$ cat src/common/system_pkg.sv
`default_nettype none

package system_pkg;

   // address widths
   localparam int ROM_ADDR_W = 13;
   localparam int RAM_ADDR_W = 16;
   localparam int IO_ADDR_W  = 4;
   localparam int BUTTON_W   = 5;

   // memory map
   localparam logic [15:0] ROM_BASE = 16'hC000;  // up to 0xffff
   localparam logic [15:0] RAM_LAST = 16'h8FFF;  // ram starts at 0x0000
   localparam logic [7:0]  IO_PAGE  = 8'h92;     // 0x92xx

   // io register indices
   localparam logic [IO_ADDR_W-1:0] IO_REG_BUTTONS = 4'd0;
   localparam logic [IO_ADDR_W-1:0] IO_REG_PRESSED = 4'd1;
   localparam logic [IO_ADDR_W-1:0] IO_REG_SCRATCH = 4'd2;
   localparam logic [IO_ADDR_W-1:0] IO_REG_MODE    = 4'd3;

   localparam logic [7:0] UNMAPPED_DATA = 8'hFF;

   typedef enum logic [1:0] {
      REGION_RAM,
      REGION_ROM,
      REGION_IO,
      REGION_NONE
   } bus_region_e;

   typedef enum logic [1:0] {
      VGA_MODE_640x480   = 2'd1,
      VGA_MODE_800x600   = 2'd2,
      VGA_MODE_1920x1080 = 2'd3
   } vga_mode_e;

   // request from the bus master
   typedef struct packed {
      logic [15:0] addr;
      logic [7:0]  wr_data;
      logic        wr_en;
      logic        rd_req;
   } cpu_bus_t;

endpackage

`default_nettype wire

$ cat src/design/bus_ctrl.sv
`timescale 1ns/1ps
`default_nettype none

module bus_ctrl import system_pkg::*; (
   input  wire                   sys_clk,
   input  wire                   reset_n,
   input  wire cpu_bus_t         cpu_bus,
   output logic [7:0]            rd_data,
   output logic                  ready,
   output logic [ROM_ADDR_W-1:0] rom_addr,
   input  wire  [7:0]            rom_rd_data,
   output logic [RAM_ADDR_W-1:0] ram_addr,
   output logic [7:0]            ram_wr_data,
   output logic                  ram_wr_en,
   input  wire  [7:0]            ram_rd_data,
   output logic [IO_ADDR_W-1:0]  io_addr,
   output logic [7:0]            io_wr_data,
   output logic                  io_wr_en,
   input  wire  [7:0]            io_rd_data
);

   typedef enum logic {
      BUS_IDLE,
      BUS_READ
   } bus_state_e;

   bus_state_e  bus_state;
   bus_region_e region;

   always_comb begin
      if (cpu_bus.addr >= ROM_BASE)
         region = REGION_ROM;
      else if (cpu_bus.addr <= RAM_LAST)
         region = REGION_RAM;
      else if (cpu_bus.addr[15:8] == IO_PAGE)
         region = REGION_IO;
      else
         region = REGION_NONE;  // video window and holes
   end

   assign rom_addr    = cpu_bus.addr[ROM_ADDR_W-1:0];
   assign ram_addr    = cpu_bus.addr[RAM_ADDR_W-1:0];
   assign io_addr     = cpu_bus.addr[IO_ADDR_W-1:0];
   assign ram_wr_data = cpu_bus.wr_data;
   assign io_wr_data  = cpu_bus.wr_data;

   // rom and unmapped writes go nowhere
   assign ram_wr_en = cpu_bus.wr_en && (region == REGION_RAM);
   assign io_wr_en  = cpu_bus.wr_en && (region == REGION_IO);

   always_comb begin
      case (region)
         REGION_ROM: rd_data = rom_rd_data;
         REGION_RAM: rd_data = ram_rd_data;
         REGION_IO:  rd_data = io_rd_data;
         default:    rd_data = UNMAPPED_DATA;
      endcase
   end

   // one wait cycle per read for the registered memory ports
   always_ff @(posedge sys_clk) begin
      if (!reset_n) begin
         bus_state <= BUS_IDLE;
      end else if (cpu_bus.rd_req) begin
         bus_state <= BUS_READ;
      end else begin
         bus_state <= BUS_IDLE;
      end
   end

   assign ready = (bus_state == BUS_IDLE);

endmodule

`default_nettype wire

$ cat config.mk
export PLATFORM = sky130hd
export DESIGN_NAME = bus_ctrl
export DESIGN_NICKNAME = d
export VERILOG_FILES = /design/src/common/system_pkg.sv /design/src/design/bus_ctrl.sv
export SDC_FILE = /design/constraint.sdc
export NUM_CORES = 1
export LEC_CHECK = 0
export CAP_MARGIN = 5
export CORE_AREA = 2 2 43 45
export CTS_BUF_LIST = sky130_fd_sc_hd__clkbuf_8
export DETAILED_ROUTE_END_ITERATION = 8
export DIE_AREA = 0 0 45 47
export DONT_BUFFER_PORTS = 1
export SKIP_CTS_REPAIR_TIMING = 1
export SLEW_MARGIN = 20
export SYNTH_ARGS = -nofsm -noshare
export SYNTH_HDL_FRONTEND = slang
export SYNTH_SLANG_ARGS = --single-unit
export TNS_END_PERCENT = 20
$ cat constraint.sdc
create_clock -name sys_clk -period 2 [get_ports sys_clk]
set_input_delay 0.4 -clock sys_clk [delete_from_list [all_inputs] [get_ports sys_clk]]
set_output_delay 0.4 -clock sys_clk [all_outputs]
set_load 0.01 [all_outputs]
==> impl_metrics.py <==
metrics = {
    "run_status": {
        "outcome": "complete, no violations",
    },
    "yosys": {
        "async_reset_ff_share_pct": 0,
        "synth_mux_area_share_pct": 0,
        "synth-adder-area-share_pct": 0,
        "netlist_instances": 94,
        "synth-xor-area-share_pct": 0,
        "largest_family_of_logic_cells_by_synthesized_area": "buffers and inverters",
        "yosys_most_used_dff": "sky130_fd_sc_hd__dfxtp_1",
        "synth-compound-area-share_pct": 7.14,
        "ys_seq_area_share_pct": 3.01,
        "syn-mean-instance-area_um2": 7.08,
        "number_of_synthesized_flops_with_an_enable_pin": 0,
        "yosysWarningCount": 0,
        "synth_fp_nets": 146,
        "synth_simple_gate_area_share_pct": 32.1,
        "post_synthesis_cell_area_um2": 666,
        "yosysUniqueCellTypes": 17,
        "register_bit_count_reported_by_yosys": 1,
    },
    "setup_path": {
        "cp_max_fo": 10,
        "required_ps": 1600,
        "crit_arrival_ps": 1270,
        "worst_setup_path_class": "primary input to output port",
        "worst_setup_path_start_kind": "primary input",
        "critPathCaptureType": "output port",
    },
    "timing": {
        "layout_min_cycle_time_ps": 1670,
        "layout_worst_path_cycle_share_pct": 83.5,
        "timing.slew.headroom_pct": 70.5,
        "setup-violations-final": 0,
        "grt_setup_unrepaired": "no",
        "final_max_slew_viol_count": 0,
        "hold_vio_cnt_final": 0,
        "timing.hold.ws_ps": 524,
        "setup_tns_final_ps": 0,
        "worst_slew_pin_slew_ps": 443,
        "max_freq_mhz": 599,
    },
    "finish": {
        "antenna_cells_inserted": 0,
        "final_design_area_no_fill_um2": 335,
        "top_regs": "bus_state x1",
        "regMostFlops": "bus_state",
        "filler_cell_count": 182,
        "layout.nets": 99,
        "area.growth.synth_to_final_pct": -49.6,
        "proportion_of_layout_cells_with_a_drive_suffix_above_1_pct": 17.8,
        "flip_flop_count_of_the_largest_register_after_layout": 1,
    },
    "placement": {
        "buffer_ports.inserted": 0,
        "routabilityCongestion": 0.584,
        "dp_hpwl_um": 1070,
        "postPlaceCellArea_um2": 335,
    },
    "pwr": {
        "power.density_mw_per_mm2": 222,
        "power_leakage_nw": 0.117,
        "ir_worst_vdd_v": 0.000127,
    },
    "worst_hold_path": {
        "timing.hold.worst.class": "primary input to flip-flop",
    },
    "die": {
        "die_width_um": 45,
        "top_level_ports": 112,
        "die_h_um": 47,
        "core_outline_area_mm2": 0.00165,
        "fp-row-count": 15,
        "initial_utilization_pct": 40.3,
        "floorplan.die_area_mm2": 0.00212,
    },
    "grt": {
        "antenna_violations_before_repair": 0,
        "aggregate_global_routing_overflow": 0,
        "grt_start_max_net_pins": 13,
        "number_of_global_route_vias_before_repair": 382,
        "global_route_wire_length_before_repair_um": 1930,
        "grt_use_total_pct": 12.2,
    },
    "detailed_routing": {
        "postRouteWirelength_um": 1380,
        "route.vias.total": 397,
        "viasPerCell": 6.40,
        "dr.pass1.iters": 3,
        "post-route-drc-count": 0,
        "drtAntennaViolNets": 0,
        "wire_per_inst_um": 22.2,
        "detailedRoute.firstIterationViolations": 4,
    },
    "cts": {
        "cts.clk_slew.worst_paths_ps": 0,
    },
    "flow_run": {
        "max-cap-violations": 0,
    },
}
report_power, final:
part / leakage [nW] / switching [mW] / internal (mW)
combinational: 0.108 / 0.0317 / 0.0210
clock: 0 / 0 / 0
sequential: 0.00834 / 0.000219 / 0.0214
total: 0.117 / 0.0319 / 0.0425
Yosys cell counts, types with 2 or more instances:
cell / count / area (µm²)
sky130_fd_sc_hd__and2_1: 2 / 12.5
sky130_fd_sc_hd__nand2_1: 7 / 26.3
sky130_fd_sc_hd__nand4_1: 7 / 43.8
sky130_fd_sc_hd__buf_4: 49 / 368
sky130_fd_sc_hd__nand3_1: 16 / 80.1
sky130_fd_sc_hd__clkbuf_1: 2 / 7.51
cell usage in the layout (no fill, tap or decap):
cell type,Yosys,layout
sky130_fd_sc_hd__nand2_1,7,7
sky130_fd_sc_hd__a32oi_1,1,1
sky130_fd_sc_hd__a211o_4,1,1
sky130_fd_sc_hd__and2_1,2,2
sky130_fd_sc_hd__nor4bb_2,0,1
sky130_fd_sc_hd__nand4_1,7,7
sky130_fd_sc_hd__o31ai_4,1,1
sky130_fd_sc_hd__nand3_1,16,16
sky130_fd_sc_hd__nand2b_1,1,1
sky130_fd_sc_hd__inv_1,1,1
sky130_fd_sc_hd__nor2_1,1,1
sky130_fd_sc_hd__nor4b_4,1,1
sky130_fd_sc_hd__dfxtp_1,1,1
sky130_fd_sc_hd__buf_4,49,3
sky130_fd_sc_hd__and3_2,1,1
final timing paths:
| path | from | endpoint | slack (ps) | cells after the start |
|---|---|---|---|---|
| max | cpu_bus[22] | rd_data[4] | 330 | 4 |
| min | cpu_bus[0] | bus_state$_SDFF_PN0_ | 520 | 1 |
stage by stage:
stage | util [%] | total power [mW] | instances | setup slack, ps
floorplan | - | 0.171 | 94 | 367
global placement | 20.3 | 0.0741 | 62 | 327
detailed placement | 20.3 | 0.0752 | 62 | 324
CTS | 20.3 | 0.0753 | 62 | 323
global route | 20.3 | 0.0801 | 62 | 256
finish | 20.3 | 0.0744 | 62 | 331
area by class of cell:
cell class	instances	area, µm²	area share [%]
inverters	1	3.75	1.12
multi-input cells	40	268	79.9
flip-flops and latches	1	20.0	5.97
well taps	17	21.3	6.34
repair buffers	3	22.5	6.72
cells by family (layout without fill, tap and decap cells):
| logic type | after synthesis | count (layout) |
|---|---|---|
| AO/OA/AOI/OAI | 3 | 3 |
| buffers and inverters | 53 | 4 |
| flip-flops | 1 | 1 |
| AND/OR/NAND/NOR | 37 | 37 |
critical path, cell delays in order:
cell and delay (ps):
sky130_fd_sc_hd__nor4bb_2 150, sky130_fd_sc_hd__buf_4 170, sky130_fd_sc_hd__a211o_4 390, sky130_fd_sc_hd__nand3_1 150
layer usage:
layer / vias to the layer above / routed length, µm / track usage [%]
met3: 2 / 208 / 3.46
met2: 46 / 669 / 21.1
met4: 0 / 8 / 3.53
met5: - / 0 / 0
met1: 175 / 492 / 14.8
li1: 174 / - / -
(Power assumes the default switching activity.)
