--- src/common/system_pkg.sv ---
`default_nettype none

package system_pkg;

   // address widths
   localparam int ROM_ADDR_W = 13;
   localparam int RAM_ADDR_W = 16;
   localparam int IO_ADDR_W  = 4;
   localparam int BUTTON_W   = 5;

   // memory map
   localparam logic [15:0] ROM_BASE = 16'hC000;  // up to 0xffff
   localparam logic [15:0] RAM_LAST = 16'h8FFF;  // ram starts at 0x0000
   localparam logic [7:0]  IO_PAGE  = 8'h92;     // 0x92xx

   // io register indices
   localparam logic [IO_ADDR_W-1:0] IO_REG_BUTTONS = 4'd0;
   localparam logic [IO_ADDR_W-1:0] IO_REG_PRESSED = 4'd1;
   localparam logic [IO_ADDR_W-1:0] IO_REG_SCRATCH = 4'd2;
   localparam logic [IO_ADDR_W-1:0] IO_REG_MODE    = 4'd3;

   localparam logic [7:0] UNMAPPED_DATA = 8'hFF;

   typedef enum logic [1:0] {
      REGION_RAM,
      REGION_ROM,
      REGION_IO,
      REGION_NONE
   } bus_region_e;

   typedef enum logic [1:0] {
      VGA_MODE_640x480   = 2'd1,
      VGA_MODE_800x600   = 2'd2,
      VGA_MODE_1920x1080 = 2'd3
   } vga_mode_e;

   // request from the bus master
   typedef struct packed {
      logic [15:0] addr;
      logic [7:0]  wr_data;
      logic        wr_en;
      logic        rd_req;
   } cpu_bus_t;

endpackage

`default_nettype wire

--- src/design/vga_mode_select.sv ---
`timescale 1ns/1ps
`default_nettype none

module vga_mode_select import system_pkg::*; (
   input  wire       sys_clk,
   input  wire       reset_n,
   input  wire       key_mode,
   output vga_mode_e vga_mode
);

   logic key_meta;
   logic key_sync;
   logic key_prev;
   logic key_release;

   always_ff @(posedge sys_clk) begin
      if (!reset_n) begin
         key_meta <= 1'b0;
         key_sync <= 1'b0;
         key_prev <= 1'b0;
      end else begin
         key_meta <= key_mode;
         key_sync <= key_meta;
         key_prev <= key_sync;
      end
   end

   assign key_release = key_prev & ~key_sync;  // high to low

   always_ff @(posedge sys_clk) begin
      if (!reset_n) begin
         vga_mode <= VGA_MODE_1920x1080;
      end else if (key_release) begin
         case (vga_mode)
            VGA_MODE_640x480: vga_mode <= VGA_MODE_800x600;
            VGA_MODE_800x600: vga_mode <= VGA_MODE_1920x1080;
            default:          vga_mode <= VGA_MODE_640x480;
         endcase
      end
   end

endmodule

`default_nettype wire

--- config.mk ---
export PLATFORM = sky130hd
export DESIGN_NAME = vga_mode_select
export DESIGN_NICKNAME = d
export VERILOG_FILES = /design/src/common/system_pkg.sv /design/src/design/vga_mode_select.sv
export SDC_FILE = /design/constraint.sdc
export NUM_CORES = 1
export LEC_CHECK = 0
export ABC_CLOCK_PERIOD_IN_PS = 1100
export BUFFER_PORTS_ARGS = -buffer_cell sky130_fd_sc_hd__buf_2
export CAP_MARGIN = 20
export CORE_AREA = 4 4 41 43
export CTS_BUF_LIST = sky130_fd_sc_hd__clkbuf_4 sky130_fd_sc_hd__clkbuf_8 sky130_fd_sc_hd__clkbuf_16
export DETAILED_ROUTE_END_ITERATION = 10
export DIE_AREA = 0 0 45 47
export SKIP_CTS_REPAIR_TIMING = 1
export SLEW_MARGIN = 20
export SYNTH_ARGS = -nofsm -noshare
export SYNTH_HDL_FRONTEND = slang
export SYNTH_SLANG_ARGS = --single-unit
--- constraint.sdc ---
create_clock -name sys_clk -period 1.1 [get_ports sys_clk]
set_input_delay 0.055 -clock sys_clk [delete_from_list [all_inputs] [get_ports sys_clk]]
set_output_delay 0.055 -clock sys_clk [all_outputs]
set_load 0.01 [all_outputs]
==> impl_metrics.ini, run 1 <==
[synth]
ys_seq_elements = 5
synth.cell_area_sq_um = 198
postSynthCellCount = 17
yosysTopAreaCell = dfxtp_1
syn-num-nets = 21
ys_top_cells_by_area = dfxtp_1 (51%), mux2_4 (15%), and2_2 (11%)
netlist.area_leader.share_pct = 50.6
synth_edf_count = 0
async_flop_share_pct = 0
yosysWarningCount = 0
ys_types = 8
postSynthAreaPerCell_sq_um = 11.6
seq_area_frac_synth_pct = 50.6
ys_top_cells_by_count = dfxtp_1 (5), and2_2 (3), mux2_4 (2), nand2_1 (2), nand2b_1 (2)
yosysMostFrequentCell = dfxtp_1
synth_ff_type = dfxtp_1

[floorplan]
row_count = 13
die_x_um = 45
die-area_sq_um = 2120
core_sq_um = 1300
io_pins = 5
die_h_um = 47
initial_core_util_pct = 15.2

[sta]
worst_pin_slew_ns = 0.163
finalSetupViolations = 0
whs_ns = 0.0334
rsz0062_at_grt = false
finalHoldViolations = 0
fin_ws_ns = 0.0613
final.min_clock_period_ns = 1.04
fin_skew_ns = 0.00157
slew_viol_final = 0
tns_ns = 0
fmax_mhz = 963
timing.slew.headroom_pct = 89.1
fin_crit_sh_pct = 94.4

[setup_path]
required_ns = 1.23
cp-end-kind = flip-flop
cp_max_fo = 3
critPathKind = flip-flop to flip-flop
crit_arrival_ns = 1.17
ff2ff_setup_slack_ns = 0.06
startpoint_type = flip-flop

[clocking]
clock_latency_ns = 0.24
tritoncts = built
cts_buffer_depth = 2
cts_buffers = 3
htreeDepth = 1
clock_sinks = 5
path_clk_slew_ns = 0.04
clockRootBuffer = clkbuf_4

[drt]
drcViolationCount = 0
num_vias = 140
via_per_inst = 3.50
final_antenna_net_count = 0
dr.first_iter.drc_count = 1
drt-pass1-iter-count = 2
totalWireLength_um = 301
wl_per_cell_um = 7.53

[status]
status = finished clean

[finish]
nets = 30
antenna_cells = 0
drive_gt1_share_pct = 60.0
area_growth_pct = 35.4
layout.cells.non_filler = 40
fillCellCount = 153

[placed_design]
port_buffers = 4
pre_cts_slack_ns = 0.0356
hpwl_um = 229
place.gp.congestion = 0.587
dp_cells = 36

[global_route]
grt_max_degree = 8
grt.overflow.total = 0
grt_use_total_pct = 4.43
grt_pass1_wl_um = 524
grt_pass1_vias = 131
antenna_found_initial = 0

[power_and_ir_drop]
leakage_uw = 0.000122
vdd_drop_max_mv = 0.440
power.density_nw_per_um2 = 1680

[job]
maxCapViolCount = 0

[worst_hold_path]
hold_class = primary input to flip-flop
## routing by layer
layer / vias up / GRT usage (%) / wire length [um]
met1: 60 / 3.19 / 114
met2: 8 / 5.08 / 111
met5: - / 0 / 0
met4: 0 / 5.26 / 12
li1: 68 / - / -
met3: 4 / 5.75 / 62
## placed cells by master (no fill, tap or decap)
cell type	netlist	layout
nor2b_2	1	1
nand2b_1	2	2
dfxtp_1	5	4
and2_2	3	3
ha_1	1	1
buf_2	0	4
clkbuf_4	0	4
nand2_1	2	2
mux2_4	2	2
dfxtp_2	0	1
inv_1	1	1
## where the power goes
group | switching [uW] | total [uW] | internal [uW]
registers | 2.18 | 190 | 188
clock network | 76.6 | 238 | 162
logic | 8.65 | 20.2 | 11.6
## final timing paths
| kind | from | to | cells past startpoint |
|---|---|---|---|
| hold / removal | key_mode | key_meta | 2 |
| hold reg to reg | key_meta | key_sync | 1 |
| setup / recovery | vga_mode[1] | vga_mode[1] | 4 |
| setup reg to reg | vga_mode[1] | vga_mode[1] | 4 |
## state kept, by name, summed over array words and instances, names as in the netlist
signal and cells:
vga_mode 2, key_sync 1, key_prev 1, key_meta 1
## stage by stage
| stage | util (%) | total power (uW) | cell area, sq um |
|---|---|---|---|
| after floorplan | - | 205 | 198 |
| after global placement | 18.2 | 213 | 236 |
| after detailed placement | 18.2 | 214 | 236 |
| after CTS | 20.5 | 458 | 267 |
| after global routing | 20.6 | 484 | 268 |
| final | 20.6 | 449 | 268 |
## worst max-delay path, cell delays in order (launching register included)
cell and delay [ns]:
dfxtp_2 0.32, inv_1 0.04, ha_1 0.26, nand2_1 0.05, mux2_4 0.24
## final cells by class
type                            count  area (sq um)  share of cell area, %
Sequential cell                     5           101                   37.9
Inverter                            1          3.75                   1.40
Tap cell                           15          18.8                   7.01
Timing Repair Buffer                4          20.0                   7.48
Multi-Input combinational cell     11          93.8                   35.0
Clock buffer                        4          30.0                   11.2
## cell families after synthesis
group                      after synthesis  share of synthesized area [%]
buffers and inverters                    1                           1.90
adders and majority gates                1                           6.33
DFF                                      5                           50.6
and+or+nand+nor                          8                           25.9
muxes                                    2                           15.2
No activity file was read; power rests on OpenSTA's default activity.
==> run 2: changes to the inputs <==
--- a/config.mk
+++ b/config.mk
@@ -9,10 +9,10 @@
 export BUFFER_PORTS_ARGS = -buffer_cell sky130_fd_sc_hd__buf_2
 export CAP_MARGIN = 20
 export CORE_AREA = 4 4 41 43
-export CTS_BUF_LIST = sky130_fd_sc_hd__clkbuf_4 sky130_fd_sc_hd__clkbuf_8 sky130_fd_sc_hd__clkbuf_16
 export DETAILED_ROUTE_END_ITERATION = 10
 export DIE_AREA = 0 0 45 47
 export SKIP_CTS_REPAIR_TIMING = 1
+export SKIP_LAST_GASP = 1
 export SLEW_MARGIN = 20
 export SYNTH_ARGS = -nofsm -noshare
 export SYNTH_HDL_FRONTEND = slang
==> run 2 against run 1 <==
Critical path depth unchanged. Maximum frequency increased by 0.13%. Sequential power about the same. Largest cell class unchanged. Combinational power about the same. Worst setup slack improved by 0.0014 ns. Cell count unchanged. Critical endpoint unchanged.
==> impl_metrics.ini, run 2 (synthesized netlist as in run 1, its figures left out) <==
[status]
status = finished clean

[job]
maxCapViolCount = 0

[drt]
wl_per_cell_um = 7.33
final_antenna_net_count = 0
drcViolationCount = 0
num_vias = 139
via_per_inst = 3.48
totalWireLength_um = 293
drt-pass1-iter-count = 2
dr.first_iter.drc_count = 1

[floorplan]
core_sq_um = 1300
row_count = 13
die-area_sq_um = 2120
die_h_um = 47
io_pins = 5
initial_core_util_pct = 15.2
die_x_um = 45

[finish]
area_growth_pct = 33.5
layout_common_cells = buf_2 (4), dfxtp_1 (4), and2_2 (3), clkbuf_4 (3)
largest_register = vga_mode
antenna_cells = 0
design_area_sq_um = 264
drive_gt1_share_pct = 56.0
nets = 30
largest_reg_flops = 2
fillCellCount = 152

[placed_design]
placed_area_sq_um = 236
place.gp.congestion = 0.587
port_buffers = 4
hpwl_um = 229

[global_route]
grt_pass1_vias = 131
grt_pass1_wl_um = 524
grt.overflow.total = 0
grt_max_degree = 8
grt_use_total_pct = 4.43
antenna_found_initial = 0

[clocking]
cts_buffer_depth = 2
cts_buffers = 3
tritoncts = built
clockRootBuffer = clkbuf_4
path_clk_slew_ns = 0.04
clock_latency_ns = 0.24
htreeDepth = 1
clock_sinks = 5

[sta]
rsz0062_at_grt = false
fmax_mhz = 964
timing.slew.headroom_pct = 89.1
finalSetupViolations = 0
fin_skew_ns = 0.000501
whs_ns = 0.0352
final.min_clock_period_ns = 1.04
tns_ns = 0
worst_pin_slew_ns = 0.163
fin_crit_sh_pct = 94.3
finalHoldViolations = 0
slew_viol_final = 0

[power_and_ir_drop]
leakage_uw = 0.000119
power.density_nw_per_um2 = 1590
vdd_drop_max_mv = 0.410
power_uw = 420

[setup_path]
timing.critical_path.cells = inv_1 -> ha_1 -> nand2_1 -> mux2_4
critPathKind = flip-flop to flip-flop
slowest_delay_ns = 0.32
startpoint_type = flip-flop
crit_arrival_ns = 1.16
ff2ff_path_depth = 4
cp-end-kind = flip-flop
cp_max_fo = 3
crit_slowest_cell = dfxtp_2
required_ns = 1.23

[worst_hold_path]
whs_path_depth = 2
hold_class = primary input to flip-flop
==> run 2: critical path: cells and delay by family, from the launching register on <==
kind | cells | cell delay, ns
fa+ha+maj | 1 | 0.26
buf+inv | 1 | 0.04
flops | 1 | 0.32
mux | 1 | 0.24
simple gates | 1 | 0.05
==> run 2: power by group <==
part	total [uW]	switching (uW)	internal, uW
combinational	20.2	8.65	11.6
clock	210	72.8	137
sequential	190	2.15	188
==> run 2: through the flow <==
step	setup slack, ns	utilization [%]	cells
detailed placement	0.0356	18.2	36
global placement	0.0557	18.2	36
CTS	0.0260	20.2	40
global route	0.00750	20.3	40
finish	0.0627	20.3	40
floorplan	0.0289	-	17
==> run 2: routing by layer <==
layer  GRT usage, %  vias up  part of all wire [%]
met4           5.26        0                   4.1
met1           3.19       59                    39
met3           5.75        4                    20
met5              0        -                     0
li1               -       68                     -
met2           5.08        8                    37
==> run 2: final timing paths <==
kind                             startpoint  slack (ns)          end
worst max-delay path            vga_mode[1]        0.06  vga_mode[1]
worst min-delay path               key_mode        0.04     key_meta
worst max register to register  vga_mode[1]        0.06  vga_mode[1]
worst min register to register     key_meta        0.44     key_sync
==> run 2: area by class of cell <==
| type | instances | area, sq um | share of cell area [%] |
|---|---|---|---|
| inverter | 1 | 3.75 | 1.42 |
| tap | 15 | 18.8 | 7.11 |
| multi-input combinational | 11 | 93.8 | 35.5 |
| sequential | 5 | 101 | 38.4 |
| clock buffer | 4 | 26.3 | 9.95 |
| timing repair buffer | 4 | 20.0 | 7.58 |
==> run 3: changes to the inputs <==
--- a/config.mk
+++ b/config.mk
@@ -5,12 +5,14 @@
 export SDC_FILE = /design/constraint.sdc
 export NUM_CORES = 1
 export LEC_CHECK = 0
+export ABC_AREA = 1
 export ABC_CLOCK_PERIOD_IN_PS = 1100
 export BUFFER_PORTS_ARGS = -buffer_cell sky130_fd_sc_hd__buf_2
 export CAP_MARGIN = 20
 export CORE_AREA = 4 4 41 43
 export DETAILED_ROUTE_END_ITERATION = 10
 export DIE_AREA = 0 0 45 47
+export PLACE_DENSITY_LB_ADDON = 0.3
 export SKIP_CTS_REPAIR_TIMING = 1
 export SKIP_LAST_GASP = 1
 export SLEW_MARGIN = 20
==> run 3 against run 2 <==
The flow now finishes with violations (hold timing). Synthesized area shrank 7.0%. Sequential power about the same. Clock skew increased by 0.0023 ns. Worst setup slack improved by 0.12 ns. Total power is 0.82% higher. Largest cell class unchanged. Register-to-register slack improved by 0.12 ns. Synthesized cell count is 35% higher. Largest power group unchanged.
==> impl_metrics.ini, run 3 <==
[status]
status = finished, violations left
violations = hold timing

[setup_path]
cp_max_fo = 3
critPathKind = flip-flop to flip-flop
rr_endpoint = vga_mode[1]
ff2ff_setup_slack_ns = 0.18
cp-end-kind = flip-flop
r2r-start = vga_mode[1]
startpoint_type = flip-flop
ff2ff_path_depth = 5
required_ns = 1.23
crit_arrival_ns = 1.04

[clocking]
tritoncts = built
cts_buffers = 3
path_clk_slew_ns = 0.04
clock_latency_ns = 0.24
cts_buffer_depth = 2
clockRootBuffer = clkbuf_4
clock_sinks = 5
htreeDepth = 1

[sta]
fin_crit_sh_pct = 83.2
slew_viol_final = 0
finalHoldViolations = 1
fin_skew_ns = 0.00282
fmax_mhz = 1090
rsz0062_at_grt = false
worst_pin_slew_ns = 0.118
final.min_clock_period_ns = 0.915
tns_ns = 0
finalSetupViolations = 0
fin_ws_ns = 0.185
whs_ns = -0.00360
timing.slew.headroom_pct = 92.1

[drt]
final_antenna_net_count = 0
drt-pass1-iter-count = 3
via_per_inst = 3.37
drcViolationCount = 0
dr.first_iter.drc_count = 4
totalWireLength_um = 291
num_vias = 155
wl_per_cell_um = 6.33

[synth]
yosysTopAreaCell = dfxtp_1
synth.cell_area_sq_um = 184
synth_ff_type = dfxtp_1
synth_top_family_by_area = simple AND/OR/NAND/NOR gates
postSynthCellCount = 23
postSynthAreaPerCell_sq_um = 8.00
ys_types = 7
synth-compound-area-share_pct = 0
ys_seq_elements = 5
ys_top_cells_by_area = dfxtp_1 (54%), inv_1 (12%), nand3_1 (11%)
yosys.area_share.adder_pct = 6.80
ys_top_cells_by_count = inv_1 (6), dfxtp_1 (5), nand2_1 (5)
async_flop_share_pct = 0
netlist.area_leader.share_pct = 54.4
synth-simple-area-share_pct = 24.5
yosysMostFrequentCell = inv_1
synthXorXnorAreaFrac_pct = 0
seq_area_frac_synth_pct = 54.4
yosysWarningCount = 0
synthMuxAreaShare_pct = 0
synth_edf_count = 0
syn-num-nets = 27

[floorplan]
die_x_um = 45
core_sq_um = 1300
die-area_sq_um = 2120
die_h_um = 47
initial_core_util_pct = 14.1
row_count = 13
io_pins = 5

[finish]
seqCellArea_sq_um = 100
largest_register = vga_mode
drive_gt1_share_pct = 29.0
largest_reg_flops = 2
area_growth_pct = 35.4
design_area_sq_um = 249
layout_commonest_cell = inv_1
fillCellCount = 151
multi_input_comb_area_sq_um = 57.6
antenna_cells = 0
layout_common_cells = inv_1 (6), nand2_1 (5), dfxtp_1 (5)
nets = 36

[worst_hold_path]
hold_class = primary input to flip-flop
min_from = key_mode
whs_path_depth = 3
whs_endpoint = key_meta

[global_route]
grt_use_total_pct = 4.43
grt_max_degree = 6
antenna_found_initial = 0
grt_pass1_vias = 128
grt_pass1_wl_um = 531
grt.overflow.total = 0

[power_and_ir_drop]
power.density_nw_per_um2 = 1700
leakage_uw = 0.000145
vdd_drop_max_mv = 0.672

[placed_design]
place.gp.congestion = 0.663
hpwl_um = 212
placed_area_sq_um = 223
pre_cts_slack_ns = 0.189
port_buffers = 4

[job]
maxCapViolCount = 0
==> run 3: cell types whose count changed in the layout (fill, tap and decap cells not counted), sizes merged <==
cell	delta
nor2b	-1
and2	-3
nand2	+4
mux2	-2
nand2b	-2
inv	+6
nand3	+4
==> run 3: how the worst max path moves through the flow <==
stage                     start           to  slack, ns  cells after the start
detailed placement  vga_mode[1]  vga_mode[1]       0.19                      5
global placement    vga_mode[1]  vga_mode[1]       0.20                      5
finish              vga_mode[1]  vga_mode[1]       0.18                      5
floorplan           vga_mode[1]  vga_mode[1]       0.16                      5
global route        vga_mode[1]  vga_mode[1]       0.08                      5
CTS                 vga_mode[1]  vga_mode[1]       0.18                      5
==> run 3: critical path: stages (launching register included) <==
cell,delay (ns)
dfxtp_1,0.34
inv_1,0.05
ha_1,0.26
inv_1,0.03
nand3_1,0.05
nand3_1,0.07
==> run 3: layout make-up <==
class / count / area share, %
well taps: 15 / 7.54
inverters: 7 / 10.6
repair buffers: 4 / 8.04
clock buffers: 4 / 10.6
multi-input cells: 11 / 23.1
flip-flops and latches: 5 / 40.2
==> run 3: per-stage QoR <==
stage	utilization, %	cells	total power, uW
final	19.1	46	424
after global routing	19.1	46	470
after detailed placement	17.1	42	217
after global placement	17.1	42	218
after floorplan	-	23	207
after CTS	19.1	46	438
==> run 3: layer usage <==
metal,track usage (%),vias to the layer above,wire length (um),share of wire (%)
met5,0,-,0,0
met4,3.51,0,0,0
met3,6.90,0,40,14
met2,3.95,7,118,41
met1,4.11,65,133,46
li1,-,83,-,-
==> run 3: cells by family (layout without fill, tap and decap cells) <==
family	after synthesis	in the layout
fa+ha+maj	1	1
simple gates	10	10
flops	5	5
buf+inv	7	15
==> run 3: power by group <==
part / leakage, uW / switching, uW / internal [uW] / total (uW)
Clock: 0.0000150 / 72.9 / 137 / 210
Combinational: 0.0000889 / 11.5 / 9.56 / 21.1
Sequential: 0.0000410 / 3.85 / 189 / 193
