$ cat src/common/system_pkg.sv
`default_nettype none

package system_pkg;

   // address widths
   localparam int ROM_ADDR_W = 13;
   localparam int RAM_ADDR_W = 16;
   localparam int IO_ADDR_W  = 4;
   localparam int BUTTON_W   = 5;

   // memory map
   localparam logic [15:0] ROM_BASE = 16'hC000;  // up to 0xffff
   localparam logic [15:0] RAM_LAST = 16'h8FFF;  // ram starts at 0x0000
   localparam logic [7:0]  IO_PAGE  = 8'h92;     // 0x92xx

   // io register indices
   localparam logic [IO_ADDR_W-1:0] IO_REG_BUTTONS = 4'd0;
   localparam logic [IO_ADDR_W-1:0] IO_REG_PRESSED = 4'd1;
   localparam logic [IO_ADDR_W-1:0] IO_REG_SCRATCH = 4'd2;
   localparam logic [IO_ADDR_W-1:0] IO_REG_MODE    = 4'd3;

   localparam logic [7:0] UNMAPPED_DATA = 8'hFF;

   typedef enum logic [1:0] {
      REGION_RAM,
      REGION_ROM,
      REGION_IO,
      REGION_NONE
   } bus_region_e;

   typedef enum logic [1:0] {
      VGA_MODE_640x480   = 2'd1,
      VGA_MODE_800x600   = 2'd2,
      VGA_MODE_1920x1080 = 2'd3
   } vga_mode_e;

   // request from the bus master
   typedef struct packed {
      logic [15:0] addr;
      logic [7:0]  wr_data;
      logic        wr_en;
      logic        rd_req;
   } cpu_bus_t;

endpackage

`default_nettype wire

$ cat src/design/io_board.sv
`timescale 1ns/1ps
`default_nettype none

module io_board import system_pkg::*; (
   input  wire                  sys_clk,
   input  wire                  reset_n,
   input  wire  [IO_ADDR_W-1:0] addr,
   input  wire  [7:0]           wr_data,
   input  wire                  wr_en,
   output logic [7:0]           rd_data,
   input  wire  [BUTTON_W-1:0]  buttons,
   input  wire  vga_mode_e      vga_mode
);

   logic [BUTTON_W-1:0] btn_meta;
   logic [BUTTON_W-1:0] btn_sync;
   logic [BUTTON_W-1:0] btn_prev;
   logic [BUTTON_W-1:0] btn_rise;
   logic [BUTTON_W-1:0] clr_mask;
   logic [BUTTON_W-1:0] pressed;
   logic [7:0]          scratch;

   always_ff @(posedge sys_clk) begin
      if (!reset_n) begin
         btn_meta <= '0;
         btn_sync <= '0;
         btn_prev <= '0;
      end else begin
         btn_meta <= buttons;
         btn_sync <= btn_meta;
         btn_prev <= btn_sync;
      end
   end

   assign btn_rise = btn_sync & ~btn_prev;
   assign clr_mask = (wr_en && addr == IO_REG_PRESSED) ? wr_data[BUTTON_W-1:0] : '0;

   always_ff @(posedge sys_clk) begin
      if (!reset_n) begin
         pressed <= '0;
         scratch <= 8'h00;
      end else begin
         pressed <= (pressed & ~clr_mask) | btn_rise;  // new press beats clear
         if (wr_en && addr == IO_REG_SCRATCH)
            scratch <= wr_data;
      end
   end

   always_comb begin
      case (addr)
         IO_REG_BUTTONS: rd_data = {{(8-BUTTON_W){1'b0}}, btn_sync};
         IO_REG_PRESSED: rd_data = {{(8-BUTTON_W){1'b0}}, pressed};
         IO_REG_SCRATCH: rd_data = scratch;
         IO_REG_MODE:    rd_data = {6'b000000, vga_mode};
         default:        rd_data = 8'h00;
      endcase
   end

endmodule

`default_nettype wire

$ cat config.mk
export PLATFORM = sky130hd
export DESIGN_NAME = io_board
export DESIGN_NICKNAME = d
export VERILOG_FILES = /design/src/common/system_pkg.sv /design/src/design/io_board.sv
export SDC_FILE = /design/constraint.sdc
export NUM_CORES = 1
export LEC_CHECK = 0
export ABC_CLOCK_PERIOD_IN_PS = 2450
export BUFFER_PORTS_ARGS = -buffer_cell sky130_fd_sc_hd__buf_2
export CAP_MARGIN = 20
export CORE_ASPECT_RATIO = 1.5
export CORE_MARGIN = 2
export CORE_UTILIZATION = 50
export CTS_BUF_LIST = sky130_fd_sc_hd__clkbuf_16
export DETAILED_ROUTE_END_ITERATION = 10
export GPL_TIMING_DRIVEN = 0
export HOLD_SLACK_MARGIN = 0.02
export PLACE_DENSITY_LB_ADDON = 0.1
export SLEW_MARGIN = 20
export SYNTH_ARGS = -nofsm -noshare
export SYNTH_HDL_FRONTEND = slang
export SYNTH_SLANG_ARGS = --single-unit
$ cat constraint.sdc
create_clock -name sys_clk -period 2.45 [get_ports sys_clk]
set_input_delay 0.735 -clock sys_clk [delete_from_list [all_inputs] [get_ports sys_clk]]
set_output_delay 0.735 -clock sys_clk [all_outputs]
set_load 0.02 [all_outputs]
==> impl_metrics.py, run 1 <==
metrics = {
    "clock_network": {
        "cts.sinks": 28,
        "cts_made_buffers": 3,
        "path_clk_slew_ns": 0.06,
        "hold_buffers": 0,
        "clock_latency_ns": 0.26,
        "clock_path_buffers": 2,
        "cts_tree": "done",
        "cts_root_buffer": "clkbuf_16",
        "htree_levels": 1,
        "postCtsSetupRepairBufs": 0,
    },
    "yosys": {
        "synth_fa_ha_area_share_pct": 0,
        "synthCells": 110,
        "synth_area_um2": 1120,
        "yosys.area.top_type_share_pct": 49.9,
        "avgSynthCellArea_um2": 10.2,
        "ys_seq_elements": 28,
        "yosys.cell_types.count": 18,
        "ys_async_sr_fraction_pct": 0,
        "seq_area_frac_synth_pct": 49.9,
        "yosys.area.top_type": "dfxtp_1",
        "synth_top_family_by_area": "simple AND/OR/NAND/NOR gates",
        "yosysMostFrequentCell": "dfxtp_1",
        "synth_warnings": 0,
        "synth_simple_gate_area_share_pct": 24.1,
        "synth-xor-area-share_pct": 0,
        "synth_mux_area_share_pct": 13.8,
        "synth-edff-count": 0,
        "ys_top_cells_by_area": "dfxtp_1, and2_1, mux2i_1",
        "synth_nets": 132,
        "synth_compound_area_share_pct": 6.80,
        "ys.flop_type": "dfxtp_1",
        "synth_commonest_cells": "dfxtp_1, and2_1, nand2_1, mux2i_1",
    },
    "layout": {
        "area_delta_synth_final_pct": 23.9,
        "drive_gt1_share_pct": 28.6,
        "seq_area_um2": 561,
        "n_fill_cell": 190,
        "antenna_cells": 0,
        "nets": 163,
        "multi_input_area_um2": 523,
        "fin_cells": 163,
        "final_util_pct": 63.7,
    },
    "routing": {
        "vias_per_cell": 5.26,
        "routedWlPerCell_um": 13.7,
        "drc": 0,
        "first_pass_iters": 4,
        "ant_nets": 0,
        "num_vias": 858,
        "drt_iter0_drc": 14,
        "drt-total-wl_mm": 2.23,
    },
    "place": {
        "dpl.hpwl_mm": 1.63,
        "dp.cells": 159,
        "numPortBuffers": 26,
        "place_congestion": 0.737,
    },
    "global_routing": {
        "antenna_found_initial": 0,
        "grt_max_degree": 16,
        "overflow": 0,
        "grt_pass1_vias": 778,
        "grt_use_total_pct": 17.6,
        "grt_pass1_wl_mm": 3.41,
    },
    "critical_path": {
        "startpoint_type": "primary input",
        "crit_arrival_ns": 1.65,
        "crit_type": "primary input to output pin",
        "required_ns": 1.71,
        "cp_max_fo": 8,
        "crit_path_end_kind": "output pin",
    },
    "sta": {
        "skew_ns": 0.00158,
        "timing.fmax_mhz": 419,
        "hold_ws_ns": 0.431,
        "tightest_slew_ns": 0.490,
        "hold_violations": 0,
        "finalCritPeriodShare_pct": 97.5,
        "slew_viol_final": 0,
        "slew_headroom_pct": 67.3,
        "fin_crit_ns": 2.39,
        "setup_viol": 0,
    },
    "die": {
        "io_pins": 30,
        "die-area_um2": 2650,
        "die_height_um": 62.0,
        "start_util_pct": 51.5,
        "die_w_um": 42.7,
        "core_area_um2": 2180,
        "rows": 21,
    },
    "run_status": {
        "status": "completed",
    },
    "job": {
        "cap_violations": 0,
    },
    "power": {
        "power.density_nw_per_um2": 663,
        "finalPower_w": 0.000922,
        "p_leak_nw": 0.580,
        "ir_drop_uv": 471,
    },
    "hold_path": {
        "hp-class": "register to register",
    },
}
==> cells in the final DEF, fill, tap and decap left out <==
| cell | instances |
|---|---|
| a2bb2oi_1 | 3 |
| a32o_1 | 5 |
| and2_1 | 18 |
| and3b_1 | 1 |
| buf_2 | 27 |
| buf_4 | 1 |
| buf_6 | 2 |
| clkbuf_1 | 4 |
| clkbuf_16 | 3 |
| clkinv_1 | 1 |
| dfxtp_1 | 28 |
| inv_1 | 5 |
| mux2i_1 | 11 |
| mux4_2 | 2 |
| nand2_1 | 16 |
| nand3_1 | 5 |
| nor2b_1 | 1 |
| nor3_1 | 2 |
| nor3_2 | 1 |
| nor3b_2 | 2 |
| nor3b_4 | 1 |
| nor4b_2 | 1 |
==> what timing repair did <==
action                     CTS  global route
pin swaps                    0             1
setup endpoints to repair    2             7
resized for setup            1             5
==> layout make-up <==
| cell class | instances | area share (%) |
|---|---|---|
| clock buffer | 3 | 5.40 |
| sequential | 28 | 40.3 |
| clock inverter | 1 | 0.270 |
| tap | 23 | 2.07 |
| buffer | 8 | 3.60 |
| multi-input combinational | 69 | 37.6 |
| timing repair buffer | 26 | 9.36 |
| inverter | 5 | 1.35 |
==> per-layer routing <==
layer,global-route usage (%),part of all wire [%],up-vias
met4,11.2,2.1,0
met5,0,0,-
met1,19.4,41,394
met2,32.3,52,25
li1,-,-,434
met3,1.73,4.5,5
==> path summary, 6_finish.rpt <==
path | from | end | slack, ns | depth (start not counted)
worst max-delay path | addr[0] | rd_data[0] | 0.06 | 4
worst max register to register | btn_sync[0] | pressed[0] | 1.68 | 2
worst min register to register | btn_meta[0] | btn_sync[0] | 0.43 | 1
worst min-delay path | btn_meta[0] | btn_sync[0] | 0.43 | 1
==> per-stage QoR <==
step | setup TNS (ns) | instance area [um^2] | setup WS, ns
global route | -0.00588 | 1390 | -0.00379
global placement | -0.105 | 1290 | -0.0471
CTS | 0 | 1370 | 0.0193
floorplan | 0 | 1130 | 0.00532
finish | 0 | 1390 | 0.0608
detailed placement | -0.102 | 1290 | -0.0488
==> cell families after synthesis <==
kind of cell    count (synthesis)
compound gates                  8
buf+inv                        13
flops                          28
mux                            13
simple gates                   48
==> report_power, final <==
| group | internal [W] | leakage (nW) | switching, W | total, W |
|---|---|---|---|---|
| clock | 0.000219 | 0.0385 | 0.000145 | 0.000364 |
| sequential | 0.000471 | 0.229 | 0.00000599 | 0.000477 |
| combinational | 0.0000397 | 0.313 | 0.0000406 | 0.0000803 |
==> registers in the layout, indices dropped and copies added (netlist names) <==
signal / flops
scratch: 8
btn_meta: 5
btn_prev: 5
btn_sync: 5
pressed: 5
==> critical path, cell delays in order <==
cell and delay [ns]:
buf_6 0.11, mux4_2 0.48, nor3b_2 0.16, buf_2 0.16
(Power assumes the default switching activity.)
==> inputs of run 2 (changes only) <==
--- a/config.mk
+++ b/config.mk
@@ -5,12 +5,13 @@
 export SDC_FILE = /design/constraint.sdc
 export NUM_CORES = 1
 export LEC_CHECK = 0
+export ABC_AREA = 1
 export ABC_CLOCK_PERIOD_IN_PS = 2450
 export BUFFER_PORTS_ARGS = -buffer_cell sky130_fd_sc_hd__buf_2
 export CAP_MARGIN = 20
 export CORE_ASPECT_RATIO = 1.5
 export CORE_MARGIN = 2
-export CORE_UTILIZATION = 50
+export CORE_UTILIZATION = 52
 export CTS_BUF_LIST = sky130_fd_sc_hd__clkbuf_16
 export DETAILED_ROUTE_END_ITERATION = 10
 export GPL_TIMING_DRIVEN = 0
==> impl_metrics.py, run 2 <==
metrics = {
    "sta": {
        "fin_ws_ns": 0.0592,
        "finalCritPeriodShare_pct": 97.6,
        "slew_headroom_pct": 75.6,
        "setup_tns_ns": 0,
        "slew_viol_final": 0,
        "setup_viol": 0,
        "rsz0062_at_grt": "false",
        "fin_crit_ns": 2.39,
        "hold_violations": 0,
        "skew_ns": 0.00378,
        "timing.fmax_mhz": 418,
        "tightest_slew_ns": 0.366,
    },
    "yosys": {
        "synth_warnings": 0,
        "yosys.cell_types.count": 20,
        "yosys.area.top_type_share_pct": 42.3,
        "ys_top_cells_by_area": "dfxtp_1, nand2_1, inv_1",
        "synth_area_um2": 1330,
        "avgSynthCellArea_um2": 7.09,
        "yosysMostFrequentCell": "nand2_1",
        "synth-edff-count": 0,
        "seq_area_frac_synth_pct": 42.3,
        "synth_commonest_cells": "nand2_1, inv_1, dfxtp_1, nand4_1, nor2_1",
        "synthCells": 187,
        "ys_async_sr_fraction_pct": 0,
        "yosys.area.top_type": "dfxtp_1",
        "ys.flop_type": "dfxtp_1",
        "ys_seq_elements": 28,
        "synth_nets": 209,
    },
    "power": {
        "finalPower_w": 0.000949,
        "power.density_nw_per_um2": 589,
        "p_leak_nw": 0.952,
        "ir_drop_uv": 508,
    },
    "layout": {
        "drive_gt1_share_pct": 24.9,
        "final_area_um2": 1610,
        "fin_cells": 245,
        "largest_reg_flops": 8,
        "area_delta_synth_final_pct": 21.5,
        "final_cell_mix": "nand2_1, inv_1, dfxtp_1",
        "n_fill_cell": 238,
        "nets": 244,
        "antenna_cells": 0,
        "final_common_cell": "nand2_1",
        "top_register": "scratch",
    },
    "die": {
        "start_util_pct": 54.7,
        "core_area_um2": 2420,
        "die_w_um": 45.2,
        "die-area_um2": 2980,
        "io_pins": 30,
        "rows": 22,
        "die_height_um": 65.8,
    },
    "global_routing": {
        "grt_use_total_pct": 19.3,
        "grt_pass1_vias": 1058,
        "antenna_found_initial": 0,
        "grt_pass1_wl_mm": 4.24,
        "grt_max_degree": 16,
        "overflow": 0,
    },
    "routing": {
        "ant_nets": 0,
        "num_vias": 1181,
        "wl_met2_mm": 1.42,
        "first_pass_iters": 4,
        "vias_per_cell": 4.82,
        "top_layer": "met4",
        "wirelength_met1_mm": 1.01,
        "routedWlPerCell_um": 10.5,
        "met3_length_um": 101,
        "drt_iter0_drc": 24,
        "drc": 0,
        "drt-total-wl_mm": 2.57,
    },
    "clock_network": {
        "path_clk_slew_ns": 0.06,
        "htree_levels": 1,
        "cts_root_buffer": "clkbuf_16",
        "cts_made_buffers": 3,
        "cts_tree": "done",
        "hold_buffers": 0,
        "clock_latency_ns": 0.26,
        "cts.sinks": 28,
        "clock_path_buffers": 2,
    },
    "critical_path": {
        "path_cells": "buf_2 > nor2_4 > buf_6 > buf_6 > nand4_1 > nand3_2 > buf_2",
        "startpoint_type": "primary input",
        "slowest_delay_ns": 0.16,
        "required_ns": 1.71,
        "cp_max_fo": 10,
        "crit_slowest_cell": "buf_2",
        "crit_arrival_ns": 1.66,
        "crit_type": "primary input to output pin",
        "crit_path_end_kind": "output pin",
    },
    "hold_path": {
        "hp-class": "register to register",
    },
    "place": {
        "placed_area_um2": 1500,
        "dp.cells": 239,
        "place_ws_ns": -0.0296,
        "numPortBuffers": 28,
        "dpl.hpwl_mm": 2.00,
        "place_congestion": 0.768,
    },
    "run_status": {
        "status": "completed",
    },
    "job": {
        "cap_violations": 0,
    },
}
[run 2: cell count changes in the layout (fill, tap and decap cells not counted), sizes merged, moves of 5 or more]
cell,before,now
a32o,5,0
and2,18,1
buf,30,38
inv,5,47
mux2i,11,0
nand2,16,51
nand3,5,13
nand4,0,20
nor2,0,14
or2,0,5
[run 2: layout make-up]
| class | instances | area (um^2) | share of cell area, % |
|---|---|---|---|
| Sequential cell | 28 | 561 | 34.8 |
| Multi-Input combinational cell | 104 | 533 | 33.1 |
| Inverter | 47 | 179 | 11.1 |
| Timing Repair Buffer | 30 | 168 | 10.4 |
| Clock buffer | 3 | 75.1 | 4.66 |
| Buffer | 8 | 61.3 | 3.81 |
| Tap cell | 24 | 30.0 | 1.86 |
| Clock inverter | 1 | 3.75 | 0.233 |
[run 2: timing repair]
item                       4_1_cts  5_1_grt
setup endpoints to repair        8        8
setup buffers                    0        2
resized for setup                2        5
[run 2: where the power goes]
part	leakage, nW	switching [W]	internal [W]
clock network	0.0385	0.000148	0.000219
registers	0.229	0.00000673	0.000473
logic	0.684	0.0000608	0.0000420
total	0.952	0.000216	0.000733
[run 2: per-layer routing]
layer,up-vias,GRT usage [%]
met2,29,38.0
met3,5,2.46
met4,0,8.82
li1,634,-
met5,-,0
met1,513,18.3
[run 2: cell families (layout without fill, tap and decap cells)]
logic type	count (synthesis)	count (layout)	share of synthesized area, %
buf+inv	55	89	17.8
flops	28	28	42.3
simple gates	104	104	39.8
[run 2: metrics by stage]
stage | utilization [%] | hold WS [ns]
after floorplan | - | 0.390
after global placement | 61.7 | 0.392
after detailed placement | 61.7 | 0.406
after CTS | 65.3 | 0.422
after global routing | 66.5 | 0.441
final | 66.5 | 0.416
[run 2: worst paths after layout]
kind / start / endpoint / slack, ns / cells after the start
setup / recovery: addr[3] / rd_data[3] / 0.06 / 7
hold reg to reg: btn_meta[3] / btn_sync[3] / 0.42 / 2
setup reg to reg: btn_sync[1] / pressed[1] / 1.66 / 3
hold / removal: btn_meta[3] / btn_sync[3] / 0.42 / 2
[run 2: worst max-delay path: cells and delay by family]
| kind | cells | cell delay (ns) |
|---|---|---|
| buffers and inverters | 4 | 0.56 |
| AND/OR/NAND/NOR | 3 | 0.36 |
==> inputs of run 3 (changes only) <==
--- a/config.mk
+++ b/config.mk
@@ -6,12 +6,12 @@
 export NUM_CORES = 1
 export LEC_CHECK = 0
 export ABC_AREA = 1
-export ABC_CLOCK_PERIOD_IN_PS = 2450
+export ABC_CLOCK_PERIOD_IN_PS = 2100
 export BUFFER_PORTS_ARGS = -buffer_cell sky130_fd_sc_hd__buf_2
 export CAP_MARGIN = 20
 export CORE_ASPECT_RATIO = 1.5
 export CORE_MARGIN = 2
-export CORE_UTILIZATION = 52
+export CORE_UTILIZATION = 47
 export CTS_BUF_LIST = sky130_fd_sc_hd__clkbuf_16
 export DETAILED_ROUTE_END_ITERATION = 10
 export GPL_TIMING_DRIVEN = 0
==> constraint.sdc (replaced) <==
create_clock -name sys_clk -period 2.1 [get_ports sys_clk]
set_input_delay 0.63 -clock sys_clk [delete_from_list [all_inputs] [get_ports sys_clk]]
set_output_delay 0.63 -clock sys_clk [all_outputs]
set_load 0.02 [all_outputs]
==> impl_metrics.py, run 3 (synthesis gave the netlist of run 2 again) <==
metrics = {
    "global_routing": {
        "grt_use_total_pct": 18.1,
        "grt_pass1_vias": 1148,
        "grt_max_degree": 16,
        "overflow": 0,
        "antenna_found_initial": 0,
        "grt_pass1_wl_mm": 4.50,
    },
    "sta": {
        "skew_ns": 0.000491,
        "slew_viol_final": 0,
        "setup_viol": 0,
        "tightest_slew_ns": 0.351,
        "finalCritPeriodShare_pct": 98.6,
        "setup_tns_ns": 0,
        "fin_ws_ns": 0.0288,
        "slew_headroom_pct": 76.6,
        "hold_violations": 0,
        "rsz0062_at_grt": "true",
        "fin_crit_ns": 2.07,
        "hold_ws_ns": 0.415,
        "timing.fmax_mhz": 483,
    },
    "layout": {
        "final_common_cell": "nand2_1",
        "area_delta_synth_final_pct": 31.4,
        "nets": 252,
        "drive_gt1_share_pct": 28.4,
        "antenna_cells": 0,
        "final_util_pct": 65.1,
        "n_fill_cell": 265,
        "final_cell_mix": "nand2_1, inv_1, dfxtp_1",
        "fin_cells": 266,
        "largest_reg_flops": 8,
        "top_register": "scratch",
    },
    "die": {
        "core_area_um2": 2680,
        "io_pins": 30,
        "rows": 23,
        "die_height_um": 69.0,
        "die-area_um2": 3270,
        "start_util_pct": 49.5,
        "die_w_um": 47.4,
    },
    "critical_path": {
        "path_buf_inv": 4,
        "crit_slowest_cell": "buf_2",
        "required_ns": 1.47,
        "cpLargestDelayFamily": "buffers and inverters",
        "slowest_delay_ns": 0.17,
        "crit_arrival_ns": 1.44,
        "path_cells": "buf_6 > nor2_4 > buf_6 > clkbuf_16 > nand4_1 > nand4_1 > buf_2",
        "startpoint": "addr[3]",
        "startpoint_type": "primary input",
        "cp_max_fo": 5,
        "crit_type": "primary input to output pin",
        "r2r_start": "btn_sync[3]",
        "crit_path_end_kind": "output pin",
    },
    "power": {
        "p_leak_nw": 1.01,
        "power.density_nw_per_um2": 644,
        "ir_drop_uv": 561,
    },
    "routing": {
        "ant_nets": 0,
        "vias_per_cell": 4.64,
        "num_vias": 1235,
        "first_pass_iters": 4,
        "routedWlPerCell_um": 10.3,
        "drt_iter0_drc": 23,
        "drt-total-wl_mm": 2.75,
        "drc": 0,
    },
    "clock_network": {
        "htree_levels": 1,
        "cts.sinks": 28,
        "cts_root_buffer": "clkbuf_16",
        "path_clk_slew_ns": 0.06,
        "clock_latency_ns": 0.25,
        "clock_path_buffers": 2,
        "cts_tree": "done",
        "cts_made_buffers": 3,
    },
    "place": {
        "dp.cells": 252,
        "dpl.hpwl_mm": 2.07,
        "place_congestion": 0.783,
        "place_ws_ns": -0.180,
        "numPortBuffers": 28,
    },
    "hold_path": {
        "hp-class": "register to register",
        "hold_path_startpoint": "btn_meta[0]",
    },
    "job": {
        "cap_violations": 0,
    },
    "run_status": {
        "status": "completed",
    },
}
[run 3: cell count changes in the layout (fill, tap and decap cells not counted), sizes merged]
cell    before  now
clkbuf       3    6
buf         38   43
[run 3: timing repair]
action,CTS,global route
resized for setup,7,11
buffers inserted,7,2
pin swaps,3,4
gates cloned,0,1
hold buffers,0,0
endpoints found under the setup margin,8,8
[run 3: per-layer routing]
metal / share of wire (%) / GRT usage [%]
met5: 0 / 0
met1: 36 / 18.1
met4: 1.5 / 5.86
met2: 60 / 34.4
met3: 2.5 / 2.36
[run 3: final timing paths]
check / to / slack (ns) / depth (start not counted)
worst min register to register: btn_sync[0] / 0.42 / 2
worst max register to register: pressed[3] / 1.31 / 3
worst min-delay path: btn_sync[0] / 0.42 / 2
worst max-delay path: rd_data[0] / 0.03 / 7
[run 3: where the power goes]
part	internal [W]	leakage, nW	switching (W)
Sequential	0.000552	0.229	0.00000805
Combinational	0.0000663	0.740	0.0000755
Clock	0.000255	0.0385	0.000165
[run 3: cell type report]
type | count | area [um^2] | area share [%]
flip-flops and latches | 28 | 561 | 32.2
plain buffers | 8 | 67.6 | 3.88
multi-input cells | 104 | 538 | 30.9
well taps | 37 | 46.3 | 2.66
inverters | 47 | 181 | 10.4
repair buffers | 38 | 269 | 15.4
clock buffers | 3 | 75.1 | 4.31
clock inverters | 1 | 3.75 | 0.216
[run 3: worst min-delay path: stages (launching register included)]
cell	delay, ns
dfxtp_1	0.31
nand2_1	0.05
inv_1	0.04
[run 3: through the flow]
| step | area (um^2) | total power (W) |
|---|---|---|
| 4_1_cts | 1670 | 0.00112 |
| 2_1_floorplan | 1330 | 0.000643 |
| 6_report | 1740 | 0.00112 |
| 5_1_grt | 1740 | 0.00117 |
| 3_3_place_gp | 1510 | 0.000683 |
| 3_5_place_dp | 1510 | 0.000686 |
